### config.mk
export PLATFORM = sky130hd
export DESIGN_NAME = cpuTop
export DESIGN_NICKNAME = d
export VERILOG_FILES = /design/src/logic/isaPkg.sv /design/src/logic/controlPkg.sv /design/src/logic/registerFile.sv /design/src/logic/addressRegisterFile.sv /design/src/logic/arithmeticLogicUnit.sv /design/src/logic/controlUnit.sv /design/src/logic/dataPath.sv /design/src/logic/cpuTop.sv
export SDC_FILE = /design/constraint.sdc
export NUM_CORES = 1
export LEC_CHECK = 0
export ABC_CLOCK_PERIOD_IN_PS = 17000
export BUFFER_PORTS_ARGS = -buffer_cell sky130_fd_sc_hd__buf_2
export CAP_MARGIN = 20
export CORE_UTILIZATION = 60
export CTS_BUF_LIST = sky130_fd_sc_hd__clkbuf_4 sky130_fd_sc_hd__clkbuf_8
export DETAILED_ROUTE_END_ITERATION = 6
export GPL_ROUTABILITY_DRIVEN = 0
export PLACE_DENSITY = 0.78
export SLEW_MARGIN = 20
export SYNTH_ARGS = -nofsm -noshare
export SYNTH_HDL_FRONTEND = slang
export SYNTH_SLANG_ARGS = --single-unit
### constraint.sdc
create_clock -name Clock -period 17 [get_ports Clock]
set_input_delay 3.4 -clock Clock [delete_from_list [all_inputs] [get_ports Clock]]
set_output_delay 3.4 -clock Clock [all_outputs]
set_load 0.1 [all_outputs]
### src/logic/isaPkg.sv
`default_nettype none

package isaPkg;

    localparam int dataWidth = 16;
    localparam int byteWidth = 8;
    localparam int addressWidth = 16;
    localparam int stepCount = 8;
    localparam int stepWidth = $clog2(stepCount);
    localparam int opcodeWidth = 6;
    localparam int registerCodeWidth = 3;

    // Codes 0-3 are R1-R4, 4-5 PC, 6-7 AR
    localparam int addressFileBit = 2;
    localparam int arCodeBit = 1;          // AR when set inside the address file

    localparam logic [opcodeWidth-1:0] opBra = 6'h00;
    localparam logic [opcodeWidth-1:0] opBne = 6'h01;
    localparam logic [opcodeWidth-1:0] opBeq = 6'h02;
    localparam logic [opcodeWidth-1:0] opAnd = 6'h0C;
    localparam logic [opcodeWidth-1:0] opOrr = 6'h0D;
    localparam logic [opcodeWidth-1:0] opNot = 6'h0E;
    localparam logic [opcodeWidth-1:0] opXor = 6'h0F;
    localparam logic [opcodeWidth-1:0] opMovh = 6'h11;
    localparam logic [opcodeWidth-1:0] opLdr = 6'h12;
    localparam logic [opcodeWidth-1:0] opStr = 6'h13;
    localparam logic [opcodeWidth-1:0] opMovl = 6'h14;
    localparam logic [opcodeWidth-1:0] opAdd = 6'h15;
    localparam logic [opcodeWidth-1:0] opSub = 6'h17;
    localparam logic [opcodeWidth-1:0] opLdrim = 6'h20;

    typedef union packed
    {
        struct packed
        {
            logic [opcodeWidth-1:0] opcode;
            logic setFlag;                              // S bit
            logic [registerCodeWidth-1:0] destination;
            logic [registerCodeWidth-1:0] source1;
            logic [registerCodeWidth-1:0] source2;
        } registerForm;
        struct packed
        {
            logic [opcodeWidth-1:0] opcode;
            logic [1:0] registerSel;                    // R1-R4
            logic [byteWidth-1:0] value;                // Immediate or branch offset
        } immediateForm;
    } instructionWord;

endpackage

`default_nettype wire

### src/logic/controlPkg.sv
`default_nettype none

package controlPkg;

    localparam int rfFunctionWidth = 2;
    localparam int arfFunctionWidth = 2;
    localparam int aluFunctionWidth = 3;
    localparam int muxASelectWidth = 2;
    localparam int rfRegisterCount = 6;   // R1-R4, S1, S2

    localparam logic [rfFunctionWidth-1:0] rfHold = 2'd0;
    localparam logic [rfFunctionWidth-1:0] rfLoadWord = 2'd1;
    localparam logic [rfFunctionWidth-1:0] rfLoadLow = 2'd2;
    localparam logic [rfFunctionWidth-1:0] rfLoadHigh = 2'd3;   // Byte goes to bits 15:8

    localparam logic [arfFunctionWidth-1:0] arfHold = 2'd0;
    localparam logic [arfFunctionWidth-1:0] arfLoad = 2'd1;
    localparam logic [arfFunctionWidth-1:0] arfIncrement = 2'd2;

    localparam logic [aluFunctionWidth-1:0] aluPassA = 3'd0;
    localparam logic [aluFunctionWidth-1:0] aluAdd = 3'd1;
    localparam logic [aluFunctionWidth-1:0] aluSub = 3'd2;
    localparam logic [aluFunctionWidth-1:0] aluAnd = 3'd3;
    localparam logic [aluFunctionWidth-1:0] aluOrr = 3'd4;
    localparam logic [aluFunctionWidth-1:0] aluXor = 3'd5;
    localparam logic [aluFunctionWidth-1:0] aluNot = 3'd6;

    localparam logic [muxASelectWidth-1:0] muxAAlu = 2'd0;
    localparam logic [muxASelectWidth-1:0] muxAAddress = 2'd1;
    localparam logic [muxASelectWidth-1:0] muxAMemory = 2'd2;
    localparam logic [muxASelectWidth-1:0] muxAImmediate = 2'd3;

    // Also selects PC or AR inside the address file
    localparam logic addressPc = 1'b0;
    localparam logic addressAr = 1'b1;

    // Read codes of the scratch registers
    localparam logic [2:0] rfCodeS1 = 3'd4;
    localparam logic [2:0] rfCodeS2 = 3'd5;

endpackage

`default_nettype wire

### src/logic/registerFile.sv
`timescale 1ns/1ps
`default_nettype none

module registerFile
(
    input  logic Clock,
    input  logic arstN,
    input  logic [controlPkg::rfFunctionWidth-1:0] functionSel,
    input  logic [controlPkg::rfRegisterCount-1:0] registerSel,
    input  logic [isaPkg::registerCodeWidth-1:0] outASel,
    input  logic [isaPkg::registerCodeWidth-1:0] outBSel,
    input  logic [isaPkg::dataWidth-1:0] writeData,
    output logic [isaPkg::dataWidth-1:0] outA,
    output logic [isaPkg::dataWidth-1:0] outB
);
    import isaPkg::*;
    import controlPkg::*;

    // Index 0-3 R1-R4, 4 S1, 5 S2
    logic [dataWidth-1:0] registers [rfRegisterCount];

    always_ff @(posedge Clock or negedge arstN)
    begin
        if (!arstN)
        begin
            for (int i = 0; i < rfRegisterCount; i++)
                registers[i] <= '0;
        end
        else
        begin
            for (int i = 0; i < rfRegisterCount; i++)
            begin
                if (registerSel[i])
                begin
                    case (functionSel)
                        rfLoadWord: registers[i] <= writeData;
                        rfLoadLow:  registers[i][byteWidth-1:0] <= writeData[byteWidth-1:0];
                        rfLoadHigh: registers[i][dataWidth-1:byteWidth] <= writeData[byteWidth-1:0];
                        default:    registers[i] <= registers[i];
                    endcase
                end
            end
        end
    end

    assign outA = registers[outASel];
    assign outB = registers[outBSel];

endmodule

`default_nettype wire

### src/logic/addressRegisterFile.sv
`timescale 1ns/1ps
`default_nettype none

module addressRegisterFile
#(
    parameter logic [isaPkg::addressWidth-1:0] resetAddress = '0
)
(
    input  logic Clock,
    input  logic arstN,
    input  logic [controlPkg::arfFunctionWidth-1:0] functionSel,
    input  logic registerSel,
    input  logic outSel,
    input  logic [isaPkg::addressWidth-1:0] writeData,
    output logic [isaPkg::addressWidth-1:0] outValue,
    output logic [isaPkg::addressWidth-1:0] pcValue,
    output logic [isaPkg::addressWidth-1:0] arValue
);
    import isaPkg::*;
    import controlPkg::*;

    logic [addressWidth-1:0] selectedValue;
    logic [addressWidth-1:0] updatedValue;

    assign selectedValue = (registerSel == addressAr) ? arValue : pcValue;
    assign updatedValue = (functionSel == arfIncrement) ? selectedValue + 1'b1 : writeData;

    always_ff @(posedge Clock or negedge arstN)
    begin
        if (!arstN)
        begin
            pcValue <= resetAddress;
            arValue <= '0;
        end
        else if (functionSel != arfHold)
        begin
            if (registerSel == addressAr)
                arValue <= updatedValue;
            else
                pcValue <= updatedValue;
        end
    end

    assign outValue = (outSel == addressAr) ? arValue : pcValue;

endmodule

`default_nettype wire

### src/logic/arithmeticLogicUnit.sv
`timescale 1ns/1ps
`default_nettype none

module arithmeticLogicUnit
(
    input  logic Clock,
    input  logic arstN,
    input  logic [isaPkg::dataWidth-1:0] operandA,
    input  logic [isaPkg::dataWidth-1:0] operandB,
    input  logic [controlPkg::aluFunctionWidth-1:0] functionSel,
    input  logic flagWrite,
    output logic [isaPkg::dataWidth-1:0] result,
    output logic zeroFlag
);
    import controlPkg::*;

    always_comb
    begin
        case (functionSel)
            aluAdd:  result = operandA + operandB;
            aluSub:  result = operandA - operandB;
            aluAnd:  result = operandA & operandB;
            aluOrr:  result = operandA | operandB;
            aluXor:  result = operandA ^ operandB;
            aluNot:  result = ~operandA;
            default: result = operandA;     // Pass A
        endcase
    end

    always_ff @(posedge Clock or negedge arstN)
    begin
        if (!arstN)
            zeroFlag <= 1'b0;
        else if (flagWrite)
            zeroFlag <= (result == '0);
    end

endmodule

`default_nettype wire

### src/logic/controlUnit.sv
`timescale 1ns/1ps
`default_nettype none

module controlUnit
(
    input  logic Clock,
    input  logic arstN,
    input  isaPkg::instructionWord instruction,
    input  logic zeroFlag,
    output logic [isaPkg::stepCount-1:0] timingStep,
    output logic [controlPkg::rfFunctionWidth-1:0] rfFunctionSel,
    output logic [controlPkg::rfRegisterCount-1:0] rfRegisterSel,
    output logic [isaPkg::registerCodeWidth-1:0] rfOutASel,
    output logic [isaPkg::registerCodeWidth-1:0] rfOutBSel,
    output logic [controlPkg::arfFunctionWidth-1:0] arfFunctionSel,
    output logic arfRegisterSel,
    output logic arfOutSel,
    output logic [controlPkg::aluFunctionWidth-1:0] aluFunctionSel,
    output logic aluFlagWrite,
    output logic [controlPkg::muxASelectWidth-1:0] muxASel,
    output logic irLoadLow,
    output logic irLoadHigh,
    output logic addressSel,
    output logic writeHighByte,
    output logic memWrite
);
    import isaPkg::*;
    import controlPkg::*;

    logic [stepWidth-1:0] step;
    logic [stepWidth-1:0] lastStep;
    logic [opcodeWidth-1:0] opcode;
    logic branchTaken;
    logic source1Address;
    logic source2Address;
    logic [rfRegisterCount-1:0] immediateTarget;
    logic [rfRegisterCount-1:0] destinationTarget;
    logic [registerCodeWidth-1:0] operandACode;
    logic [registerCodeWidth-1:0] operandBCode;
    logic [aluFunctionWidth-1:0] aluOpFunction;

    assign opcode = instruction.registerForm.opcode;
    assign branchTaken = (opcode == opBra) || (opcode == opBne && !zeroFlag)
                         || (opcode == opBeq && zeroFlag);

    // NOT has no second source
    assign source1Address = instruction.registerForm.source1[addressFileBit];
    assign source2Address = instruction.registerForm.source2[addressFileBit] && opcode != opNot;

    assign immediateTarget = rfRegisterCount'(1) << instruction.immediateForm.registerSel;
    assign destinationTarget = rfRegisterCount'(1) << instruction.registerForm.destination[1:0];
    assign operandACode = source1Address ? rfCodeS1 : {1'b0, instruction.registerForm.source1[1:0]};
    assign operandBCode = source2Address ? rfCodeS2 : {1'b0, instruction.registerForm.source2[1:0]};

    always_comb
    begin
        if (branchTaken)
            lastStep = stepWidth'(4);
        else if (opcode == opLdr || opcode == opStr)
            lastStep = stepWidth'(3);
        else if (opcode inside {opAdd, opSub, opAnd, opOrr, opXor, opNot})
            lastStep = stepWidth'(2 + source1Address + source2Address);   // One step per copy
        else
            lastStep = stepWidth'(2);
    end

    always_ff @(posedge Clock or negedge arstN)
    begin
        if (!arstN)
            step <= '0;
        else if (step == lastStep)
            step <= '0;
        else
            step <= step + 1'b1;
    end

    always_comb
    begin
        timingStep = '0;
        timingStep[step] = 1'b1;
    end

    always_comb
    begin
        case (opcode)
            opAdd:   aluOpFunction = aluAdd;
            opSub:   aluOpFunction = aluSub;
            opAnd:   aluOpFunction = aluAnd;
            opOrr:   aluOpFunction = aluOrr;
            opXor:   aluOpFunction = aluXor;
            opNot:   aluOpFunction = aluNot;
            default: aluOpFunction = aluPassA;
        endcase
    end

    always_comb
    begin
        rfFunctionSel = rfHold;
        rfRegisterSel = '0;
        rfOutASel = operandACode;
        rfOutBSel = operandBCode;
        arfFunctionSel = arfHold;
        arfRegisterSel = addressPc;
        arfOutSel = addressPc;
        aluFunctionSel = aluPassA;
        aluFlagWrite = 1'b0;
        muxASel = muxAAlu;
        irLoadLow = 1'b0;
        irLoadHigh = 1'b0;
        addressSel = addressPc;
        writeHighByte = 1'b0;
        memWrite = 1'b0;

        if (step == stepWidth'(0) || step == stepWidth'(1))
        begin
            irLoadLow = (step == stepWidth'(0));   // Low byte first
            irLoadHigh = (step == stepWidth'(1));
            arfFunctionSel = arfIncrement;
        end
        else
        begin
            case (opcode)
                opLdrim, opMovl, opMovh:
                begin
                    muxASel = muxAImmediate;
                    rfRegisterSel = immediateTarget;
                    if (opcode == opMovl)
                        rfFunctionSel = rfLoadLow;
                    else if (opcode == opMovh)
                        rfFunctionSel = rfLoadHigh;
                    else
                        rfFunctionSel = rfLoadWord;
                end
                opLdr:
                begin
                    addressSel = addressAr;
                    muxASel = muxAMemory;
                    rfRegisterSel = immediateTarget;
                    if (step == stepWidth'(2))
                    begin
                        rfFunctionSel = rfLoadLow;
                        arfFunctionSel = arfIncrement;
                        arfRegisterSel = addressAr;
                    end
                    else
                        rfFunctionSel = rfLoadHigh;
                end
                opStr:
                begin
                    addressSel = addressAr;
                    memWrite = 1'b1;
                    rfOutASel = {1'b0, instruction.immediateForm.registerSel};
                    if (step == stepWidth'(2))
                    begin
                        arfFunctionSel = arfIncrement;
                        arfRegisterSel = addressAr;
                    end
                    else
                        writeHighByte = 1'b1;
                end
                opBra, opBne, opBeq:
                begin
                    if (branchTaken)   // Not taken is done by T2
                    begin
                        case (step)
                            stepWidth'(2):
                            begin
                                muxASel = muxAImmediate;   // Offset into S1
                                rfFunctionSel = rfLoadWord;
                                rfRegisterSel[rfCodeS1] = 1'b1;
                            end
                            stepWidth'(3):
                            begin
                                muxASel = muxAAddress;     // PC into S2
                                rfFunctionSel = rfLoadWord;
                                rfRegisterSel[rfCodeS2] = 1'b1;
                            end
                            default:
                            begin
                                rfOutASel = rfCodeS1;
                                rfOutBSel = rfCodeS2;
                                aluFunctionSel = aluAdd;
                                arfFunctionSel = arfLoad;
                            end
                        endcase
                    end
                end
                opAdd, opSub, opAnd, opOrr, opXor, opNot:
                begin
                    if (step == lastStep)
                    begin
                        aluFunctionSel = aluOpFunction;
                        aluFlagWrite = instruction.registerForm.setFlag;
                        if (instruction.registerForm.destination[addressFileBit])
                        begin
                            arfFunctionSel = arfLoad;
                            arfRegisterSel = instruction.registerForm.destination[arCodeBit];
                        end
                        else
                        begin
                            rfFunctionSel = rfLoadWord;
                            rfRegisterSel = destinationTarget;
                        end
                    end
                    else
                    begin
                        muxASel = muxAAddress;
                        rfFunctionSel = rfLoadWord;
                        if (step == stepWidth'(2) && source1Address)
                        begin
                            arfOutSel = instruction.registerForm.source1[arCodeBit];
                            rfRegisterSel[rfCodeS1] = 1'b1;
                        end
                        else
                        begin
                            arfOutSel = instruction.registerForm.source2[arCodeBit];
                            rfRegisterSel[rfCodeS2] = 1'b1;
                        end
                    end
                end
                default:
                begin
                    rfFunctionSel = rfHold;   // Unknown opcode ends at T2
                end
            endcase
        end
    end

endmodule

`default_nettype wire

### src/logic/dataPath.sv
`timescale 1ns/1ps
`default_nettype none

module dataPath
#(
    parameter logic [isaPkg::addressWidth-1:0] resetAddress = '0
)
(
    input  logic Clock,
    input  logic arstN,
    input  logic [controlPkg::rfFunctionWidth-1:0] rfFunctionSel,
    input  logic [controlPkg::rfRegisterCount-1:0] rfRegisterSel,
    input  logic [isaPkg::registerCodeWidth-1:0] rfOutASel,
    input  logic [isaPkg::registerCodeWidth-1:0] rfOutBSel,
    input  logic [controlPkg::arfFunctionWidth-1:0] arfFunctionSel,
    input  logic arfRegisterSel,
    input  logic arfOutSel,
    input  logic [controlPkg::aluFunctionWidth-1:0] aluFunctionSel,
    input  logic aluFlagWrite,
    input  logic [controlPkg::muxASelectWidth-1:0] muxASel,
    input  logic irLoadLow,
    input  logic irLoadHigh,
    input  logic addressSel,
    input  logic writeHighByte,
    input  logic [isaPkg::byteWidth-1:0] memReadData,
    output isaPkg::instructionWord instruction,
    output logic zeroFlag,
    output logic [isaPkg::addressWidth-1:0] memAddress,
    output logic [isaPkg::byteWidth-1:0] memWriteData
);
    import isaPkg::*;
    import controlPkg::*;

    logic [dataWidth-1:0] muxAOut;
    logic [dataWidth-1:0] outA;
    logic [dataWidth-1:0] outB;
    logic [dataWidth-1:0] aluResult;
    logic [addressWidth-1:0] arfOut;
    logic [addressWidth-1:0] pcValue;
    logic [addressWidth-1:0] arValue;

    always_ff @(posedge Clock or negedge arstN)
    begin
        if (!arstN)
            instruction <= '0;
        else
        begin
            if (irLoadLow)
                instruction[byteWidth-1:0] <= memReadData;
            if (irLoadHigh)
                instruction[dataWidth-1:byteWidth] <= memReadData;
        end
    end

    always_comb
    begin
        case (muxASel)
            muxAAlu:       muxAOut = aluResult;
            muxAAddress:   muxAOut = arfOut;
            muxAMemory:    muxAOut = {{(dataWidth-byteWidth){1'b0}}, memReadData};
            muxAImmediate: muxAOut = {{(dataWidth-byteWidth){1'b0}}, instruction.immediateForm.value};
        endcase
    end

    assign memAddress = (addressSel == addressAr) ? arValue : pcValue;
    assign memWriteData = writeHighByte ? outA[dataWidth-1:byteWidth] : outA[byteWidth-1:0];

    registerFile regFile0
    (
        .Clock(Clock),
        .arstN(arstN),
        .functionSel(rfFunctionSel),
        .registerSel(rfRegisterSel),
        .outASel(rfOutASel),
        .outBSel(rfOutBSel),
        .writeData(muxAOut),
        .outA(outA),
        .outB(outB)
    );

    addressRegisterFile #(.resetAddress(resetAddress)) addressFile0
    (
        .Clock(Clock),
        .arstN(arstN),
        .functionSel(arfFunctionSel),
        .registerSel(arfRegisterSel),
        .outSel(arfOutSel),
        .writeData(aluResult),     // Branch target and ALU results
        .outValue(arfOut),
        .pcValue(pcValue),
        .arValue(arValue)
    );

    arithmeticLogicUnit alu0
    (
        .Clock(Clock),
        .arstN(arstN),
        .operandA(outA),
        .operandB(outB),
        .functionSel(aluFunctionSel),
        .flagWrite(aluFlagWrite),
        .result(aluResult),
        .zeroFlag(zeroFlag)
    );

endmodule

`default_nettype wire

### src/logic/cpuTop.sv
`timescale 1ns/1ps
`default_nettype none

module cpuTop
(
    input  logic Clock,
    input  logic arstN,
    input  logic [isaPkg::byteWidth-1:0] memReadData,
    output logic [isaPkg::addressWidth-1:0] memAddress,
    output logic [isaPkg::byteWidth-1:0] memWriteData,
    output logic memWrite,
    output logic [isaPkg::stepCount-1:0] timingStep
);
    import isaPkg::*;
    import controlPkg::*;

    localparam logic [addressWidth-1:0] resetAddress = '0;   // First fetch address

    instructionWord instruction;
    logic zeroFlag;
    logic [rfFunctionWidth-1:0] rfFunctionSel;
    logic [rfRegisterCount-1:0] rfRegisterSel;
    logic [registerCodeWidth-1:0] rfOutASel;
    logic [registerCodeWidth-1:0] rfOutBSel;
    logic [arfFunctionWidth-1:0] arfFunctionSel;
    logic arfRegisterSel;
    logic arfOutSel;
    logic [aluFunctionWidth-1:0] aluFunctionSel;
    logic aluFlagWrite;
    logic [muxASelectWidth-1:0] muxASel;
    logic irLoadLow;
    logic irLoadHigh;
    logic addressSel;
    logic writeHighByte;

    controlUnit control0
    (
        .Clock(Clock),
        .arstN(arstN),
        .instruction(instruction),
        .zeroFlag(zeroFlag),
        .timingStep(timingStep),
        .rfFunctionSel(rfFunctionSel),
        .rfRegisterSel(rfRegisterSel),
        .rfOutASel(rfOutASel),
        .rfOutBSel(rfOutBSel),
        .arfFunctionSel(arfFunctionSel),
        .arfRegisterSel(arfRegisterSel),
        .arfOutSel(arfOutSel),
        .aluFunctionSel(aluFunctionSel),
        .aluFlagWrite(aluFlagWrite),
        .muxASel(muxASel),
        .irLoadLow(irLoadLow),
        .irLoadHigh(irLoadHigh),
        .addressSel(addressSel),
        .writeHighByte(writeHighByte),
        .memWrite(memWrite)
    );

    dataPath #(.resetAddress(resetAddress)) dataPath0
    (
        .Clock(Clock),
        .arstN(arstN),
        .rfFunctionSel(rfFunctionSel),
        .rfRegisterSel(rfRegisterSel),
        .rfOutASel(rfOutASel),
        .rfOutBSel(rfOutBSel),
        .arfFunctionSel(arfFunctionSel),
        .arfRegisterSel(arfRegisterSel),
        .arfOutSel(arfOutSel),
        .aluFunctionSel(aluFunctionSel),
        .aluFlagWrite(aluFlagWrite),
        .muxASel(muxASel),
        .irLoadLow(irLoadLow),
        .irLoadHigh(irLoadHigh),
        .addressSel(addressSel),
        .writeHighByte(writeHighByte),
        .memReadData(memReadData),
        .instruction(instruction),
        .zeroFlag(zeroFlag),
        .memAddress(memAddress),
        .memWriteData(memWriteData)
    );

endmodule

`default_nettype wire

* Word-level counts from Yosys, hierarchy flattened
Cells that the tools add are included.
Word-level totals: register bits 148, latch bits 0, bits in writable memories 0, word-level logic and storage cells 194, output and inout bits 33, memories kept 0, bits of input ports 10, bits in read-only memories 0
Cells by class: bitwise operators 7, add/subtract/negate cells 6, order comparisons 4, equality and inequality tests 31, muxes and demuxes 88, reductions and logical operators 38, multipliers 0, div/mod/pow operators 0, shift-type cells 2
Operator list (count):
- two-way mux 16 bit | 8
- binary-select mux 16 bit (select 3 bit) | 2
- one-hot mux 16 bit (6 select lines) | 1
- one-hot mux 16 bit (4 select lines) | 1
- two-way mux 3 bit | 16
- == test 6 x 5 -> 1 bit, second input constant | 6
- two-way mux 1 bit | 31
- AND reduction 2 bit | 14
- two-way mux 2 bit | 13
- == test 6 x 4 -> 1 bit, second input constant | 4
- one-hot mux 3 bit (6 select lines) | 1
- adder 16 x 1 -> 16 bit, second input constant | 1
- adder 16 bit | 1
- bitwise AND 16 bit | 1
- logical NOT 16 bit | 1
- NOT 16 bit | 1
- bitwise OR 16 bit | 1
- one-hot mux 2 bit (4 select lines) | 2
- one-hot mux 8 bit (2 select lines) | 1
- subtractor 16 bit | 1
- XOR 16 bit | 1
- == test 3 x 2 -> 1 bit, second input constant | 4
- two-way mux 6 bit | 2
- one-hot mux 2 bit (3 select lines) | 2
- other kinds (37) | 60

* Logic depth before layout (Yosys ltp)
word-level depth 15, depth in mapped cells 27

* Cells and area by module
Synthesis repeated with hierarchy kept, for this count alone.
Second synthesis, totals: cell total of the unflattened synthesis 1311, area total of the unflattened synthesis 12353.1 sq um
By module, submodules not included:
- registerFile | area each 5312.6 sq um, cells an instance 466, instances 1
- arithmeticLogicUnit | area each 2512.4 sq um, cells an instance 358, instances 1
- addressRegisterFile | area each 2275.9 sq um, cells an instance 245, instances 1
- dataPath | area each 1229.9 sq um, cells an instance 89, instances 1
- controlUnit | area each 1022.2 sq um, cells an instance 153, instances 1

* Worst setup path before layout
No wires, ideal clock.
path kind register to output, from reg dataPath0.instruction[12] (netlist name), to out memWriteData[2] (netlist name), required time 13600 ps, data arrival time 4947 ps, stages on the path, launching flop included 10, path slack 8653 ps, path through dfrtp_1 buf_6 nand4bb_1 nor3_4 o2bb2ai_1 nor2_2 buf_2 nor3_1 o32a_1 o21ai_0
On the way: word-level cells in the longest chain between the ends 12
Ends and longest elaborated chain:
- start, declared | line dataPath.sv:26 | output isaPkg::instructionWord instruction,
- start signal, assigned by index | line dataPath.sv:49 | instruction[byteWidth-1:0] <= memReadData;
- start signal, assigned by index | line dataPath.sv:51 | instruction[dataWidth-1:byteWidth] <= memReadData;
- == test 6 x 1 -> 1 bit | line controlUnit.sv:43, controlUnit.sv:122
- logical AND 1 bit | line controlUnit.sv:43 | assign branchTaken = (opcode == opBra) || (opcode == opBne && !zeroFlag)
- logical OR 1 bit | line controlUnit.sv:43
- logical OR 1 bit | line controlUnit.sv:44 | || (opcode == opBeq && zeroFlag);
- two-way mux 3 bit | line controlUnit.sv:163 | if (branchTaken)
- one-hot mux 3 bit (2 select lines) | line controlUnit.sv:122 | case (opcode)
- two-way mux 3 bit | line controlUnit.sv:114 | if (step == stepWidth'(0) || step == stepWidth'(1))
- NOT 3 -> 4 bit (not written as such) | line registerFile.sv:46 | assign outA = registers[outASel];
- binary-select mux 16 bit (select 3 bit) | line registerFile.sv:46
- two-way mux 16 bit (not written as such) (2 in a row) | line registerFile.sv:46
- two-way mux 8 bit * | line dataPath.sv:66 | assign memWriteData = writeHighByte ? outA[dataWidth-1:byteWidth] : outA[byteWidth-1:0];
- end, declared | line cpuTop.sv:10 | output logic [isaPkg::byteWidth-1:0] memWriteData,
Every way passes the cells marked *; elsewhere a longest branch is shown, timed or not. The select of a mux whose other input is x is not followed.

* Worst setup path in the final report
from reg dataPath0.instruction[10] (netlist name), to out memWriteData[2] (netlist name)
Same word-level chain as after synthesis.

==> run_results.csv <==
group,metric,value,unit
outcome,status,"finished, violations left",
outcome,violations,"design-rule violations",
timing,max_slew_margin,28.9,%
floorplan,die_area,20700,µm²
finish,fin_cells,1646,
finish,stdcell_area,12700,µm²
finish,multi_input_area,7820,µm²
place,io_buffers,42,
clock_tree,hold_buffers,0,
global_route,grt_pass1_wl,59.1,mm
clock_tree,cts-resized-gates,0,
yosys,syn_inst,1377,
finish,fillCellCount,1643,
timing,fmax,123,MHz
route,drc_errors,5,
finish,post-route-util,65.0,%
yosys,synth_top_area_share,30.7,%
critical_path,path_class,"reg2out",
finish,drive_above_1_share,19.3,%
floorplan,die_h,144,µm
timing,maxSlewViolCount,0,
finish,seq_area,3700,µm²
min_path,hold_path_class,"reg2reg",
finish,areaGrowthSynthToFinish,5.65,%
yosys,ys_top_cells_by_area,"dfrtp_1 (31%), mux2_2 (10%), ha_1 (5.9%), nand2_1 (5.0%), mux2i_1 (4.7%)",
floorplan,start_util,61.5,%
critical_path,crit_path_end_kind,"primary output",
place,hpwl,27.5,mm
clock_tree,clock-sinks,148,
floorplan,core-area,19600,µm²
timing,setup_viol,0,
yosys,syn-num-nets,1445,
timing,tightest_slew,1070,ps
floorplan,io_pins,43,
yosys,synth_top_area_cell,"dfrtp_1",
global_route,grt_max_degree,80,
finish,diodes,0,
flow_run,drv_cap,0,
critical_path,cp.arrival,4730,ps
yosys,synth-seq-cells,148,
critical_path,worstPathMaxFanout,24,
floorplan,rows,51,
yosys,yosysUniqueCellTypes,111,
clock_tree,clock_latency,480,ps
route,vias,11500,
global_route,grt_pass1_vias,10600,
timing,rsz0062_at_grt,"false",
critical_path,crit_chain,"nand4bb_1 -> nor3_4 -> o2bb2ai_1 -> nor2_2 -> nand2_1 -> and3_1 -> o31ai_1 -> nand2_1 -> o21ai_0 -> buf_2",
yosys,synth_commonest_cells,"nand2_1 (162), dfrtp_1 (148), nor2_1 (117)",
critical_path,worst-endpoint-required,13600,ps
route,first_iter_violations,1574,
route,wirelength,37.9,mm
clock_tree,clock_path_buffers,2,
timing,fin_crit_sh,47.9,%
yosys,synth_ff_type,"dfrtp_1",
yosys,postSynthAreaPerCell,8.75,µm²
route,drt-wirelength-per-cell,23.0,µm
critical_path,slowest_delay,780,ps
global_route,grt-ovfl-total,0,
route,drtPass1Iterations,7,
clock_tree,clk_pin_slew_worst_paths,90,ps
place,place_area,12300,µm²
yosys,yosysSeqAreaShare,30.7,%
timing,fin_crit,8130,ps
global_route,antenna_found_initial,0,
critical_path,crit_top_cell,"nand2_1",
clock_tree,tritoncts,"built",
timing,skew,14.7,ps
route,vias_per_cell,6.98,
yosys,synth_enable_flop_cells,0,
global_route,grtUsageTotal,38.1,%
floorplan,die_w,144,µm
yosys,synthArstFlopShare,100,%
place,dp.cells,1615,
clock_tree,cts_setup_buffers,0,
timing,finalHoldViolCount,0,
clock_tree,htree_levels,4,
finish,finalNetCount,1437,
critical_path,start_kind,"flop",
yosys,yosysMostFrequentCell,"nand2_1",
yosys,ys_warn_count,0,
critical_path,cpMaxStageDelayCell,"dfrtp_1",
clock_tree,root_buffer,"clkbuf_8",
clock_tree,cts_buffers,17,
yosys,syn-cell-area,12100,µm²
timing,setup_tns,0,ps
route,ant_nets,0,
[placed cells by master (no fill, tap or decap), types with 41 or more instances in the layout]
cell | netlist | layout
mux2i_1 | 56 | 56
a21oi_1 | 76 | 76
buf_2 | 18 | 41
nor2_1 | 117 | 117
inv_1 | 49 | 49
dfrtp_1 | 148 | 148
nand2_1 | 162 | 162
nand3_1 | 45 | 45
o21ai_0 | 84 | 84
mux2_2 | 112 | 112
ha_1 | 57 | 57
[routing by layer]
layer / up-vias / global-route usage [%] / part of all wire, %
li1: 5019 / - / -
met1: 5526 / 49.3 / 39
met2: 777 / 57.8 / 44
met3: 175 / 7.73 / 10
met4: 0 / 25.3 / 6.4
met5: - / 0 / 0
[per-stage QoR]
stage	hold slack (ps)	setup slack, ps
floorplan	449	8650
global placement	464	9640
detailed placement	476	9500
CTS	497	9000
global route	530	8580
finish	502	8870
[flip-flops by register name (all words and copies together) (netlist names)]
name	count
dataPath0.regFile0.registers	96
dataPath0.alu0.zeroFlag	1
dataPath0.addressFile0.pcValue	16
control0.step	3
dataPath0.addressFile0.arValue	16
dataPath0.instruction	16
[cell families after synthesis]
group | after synthesis | synth area share (%)
XOR/XNOR | 35 | 2.54
multiplexers | 174 | 16.0
adder cells (fa/ha/maj) | 58 | 6.08
buffers and inverters | 129 | 4.56
flip-flops | 148 | 30.7
AO/OA/AOI/OAI | 368 | 21.4
AND/OR/NAND/NOR | 465 | 18.8
[worst max-delay path, delay by kind of cell (launching register included)]
family | cells | cell delay (ps)
simple gates | 6 | 1880
flops | 1 | 780
buf+inv | 1 | 460
compound gates | 3 | 1130
[area by class of cell]
cell class / instances / area share [%]
Clock buffer: 17 / 1.84
Tap cell: 265 / 2.60
Inverter: 51 / 1.50
Sequential cell: 148 / 29.1
Multi-Input combinational cell: 1100 / 61.4
Timing Repair Buffer: 51 / 2.23
Clock inverter: 14 / 1.32
[path summary, 6_finish.rpt]
kind / from / end / slack, ps / cells past startpoint
setup / recovery: dataPath0.instruction[10] / memWriteData[2] / 8870 / 10
hold / removal: dataPath0.regFile0.registers[10] / dataPath0.regFile0.registers[10] / 500 / 2
setup reg to reg: dataPath0.instruction[10] / dataPath0.regFile0.registers[45] / 9800 / 20
hold reg to reg: dataPath0.regFile0.registers[10] / dataPath0.regFile0.registers[10] / 500 / 2
max in group asynchronous: arstN / dataPath0.regFile0.registers[4] / 12620 / 2
min in group asynchronous: arstN / dataPath0.instruction[0] / 2950 / 1
Power is not shown: default switching activity piles up to over one toggle a cycle in this logic, so the estimate is an artifact.
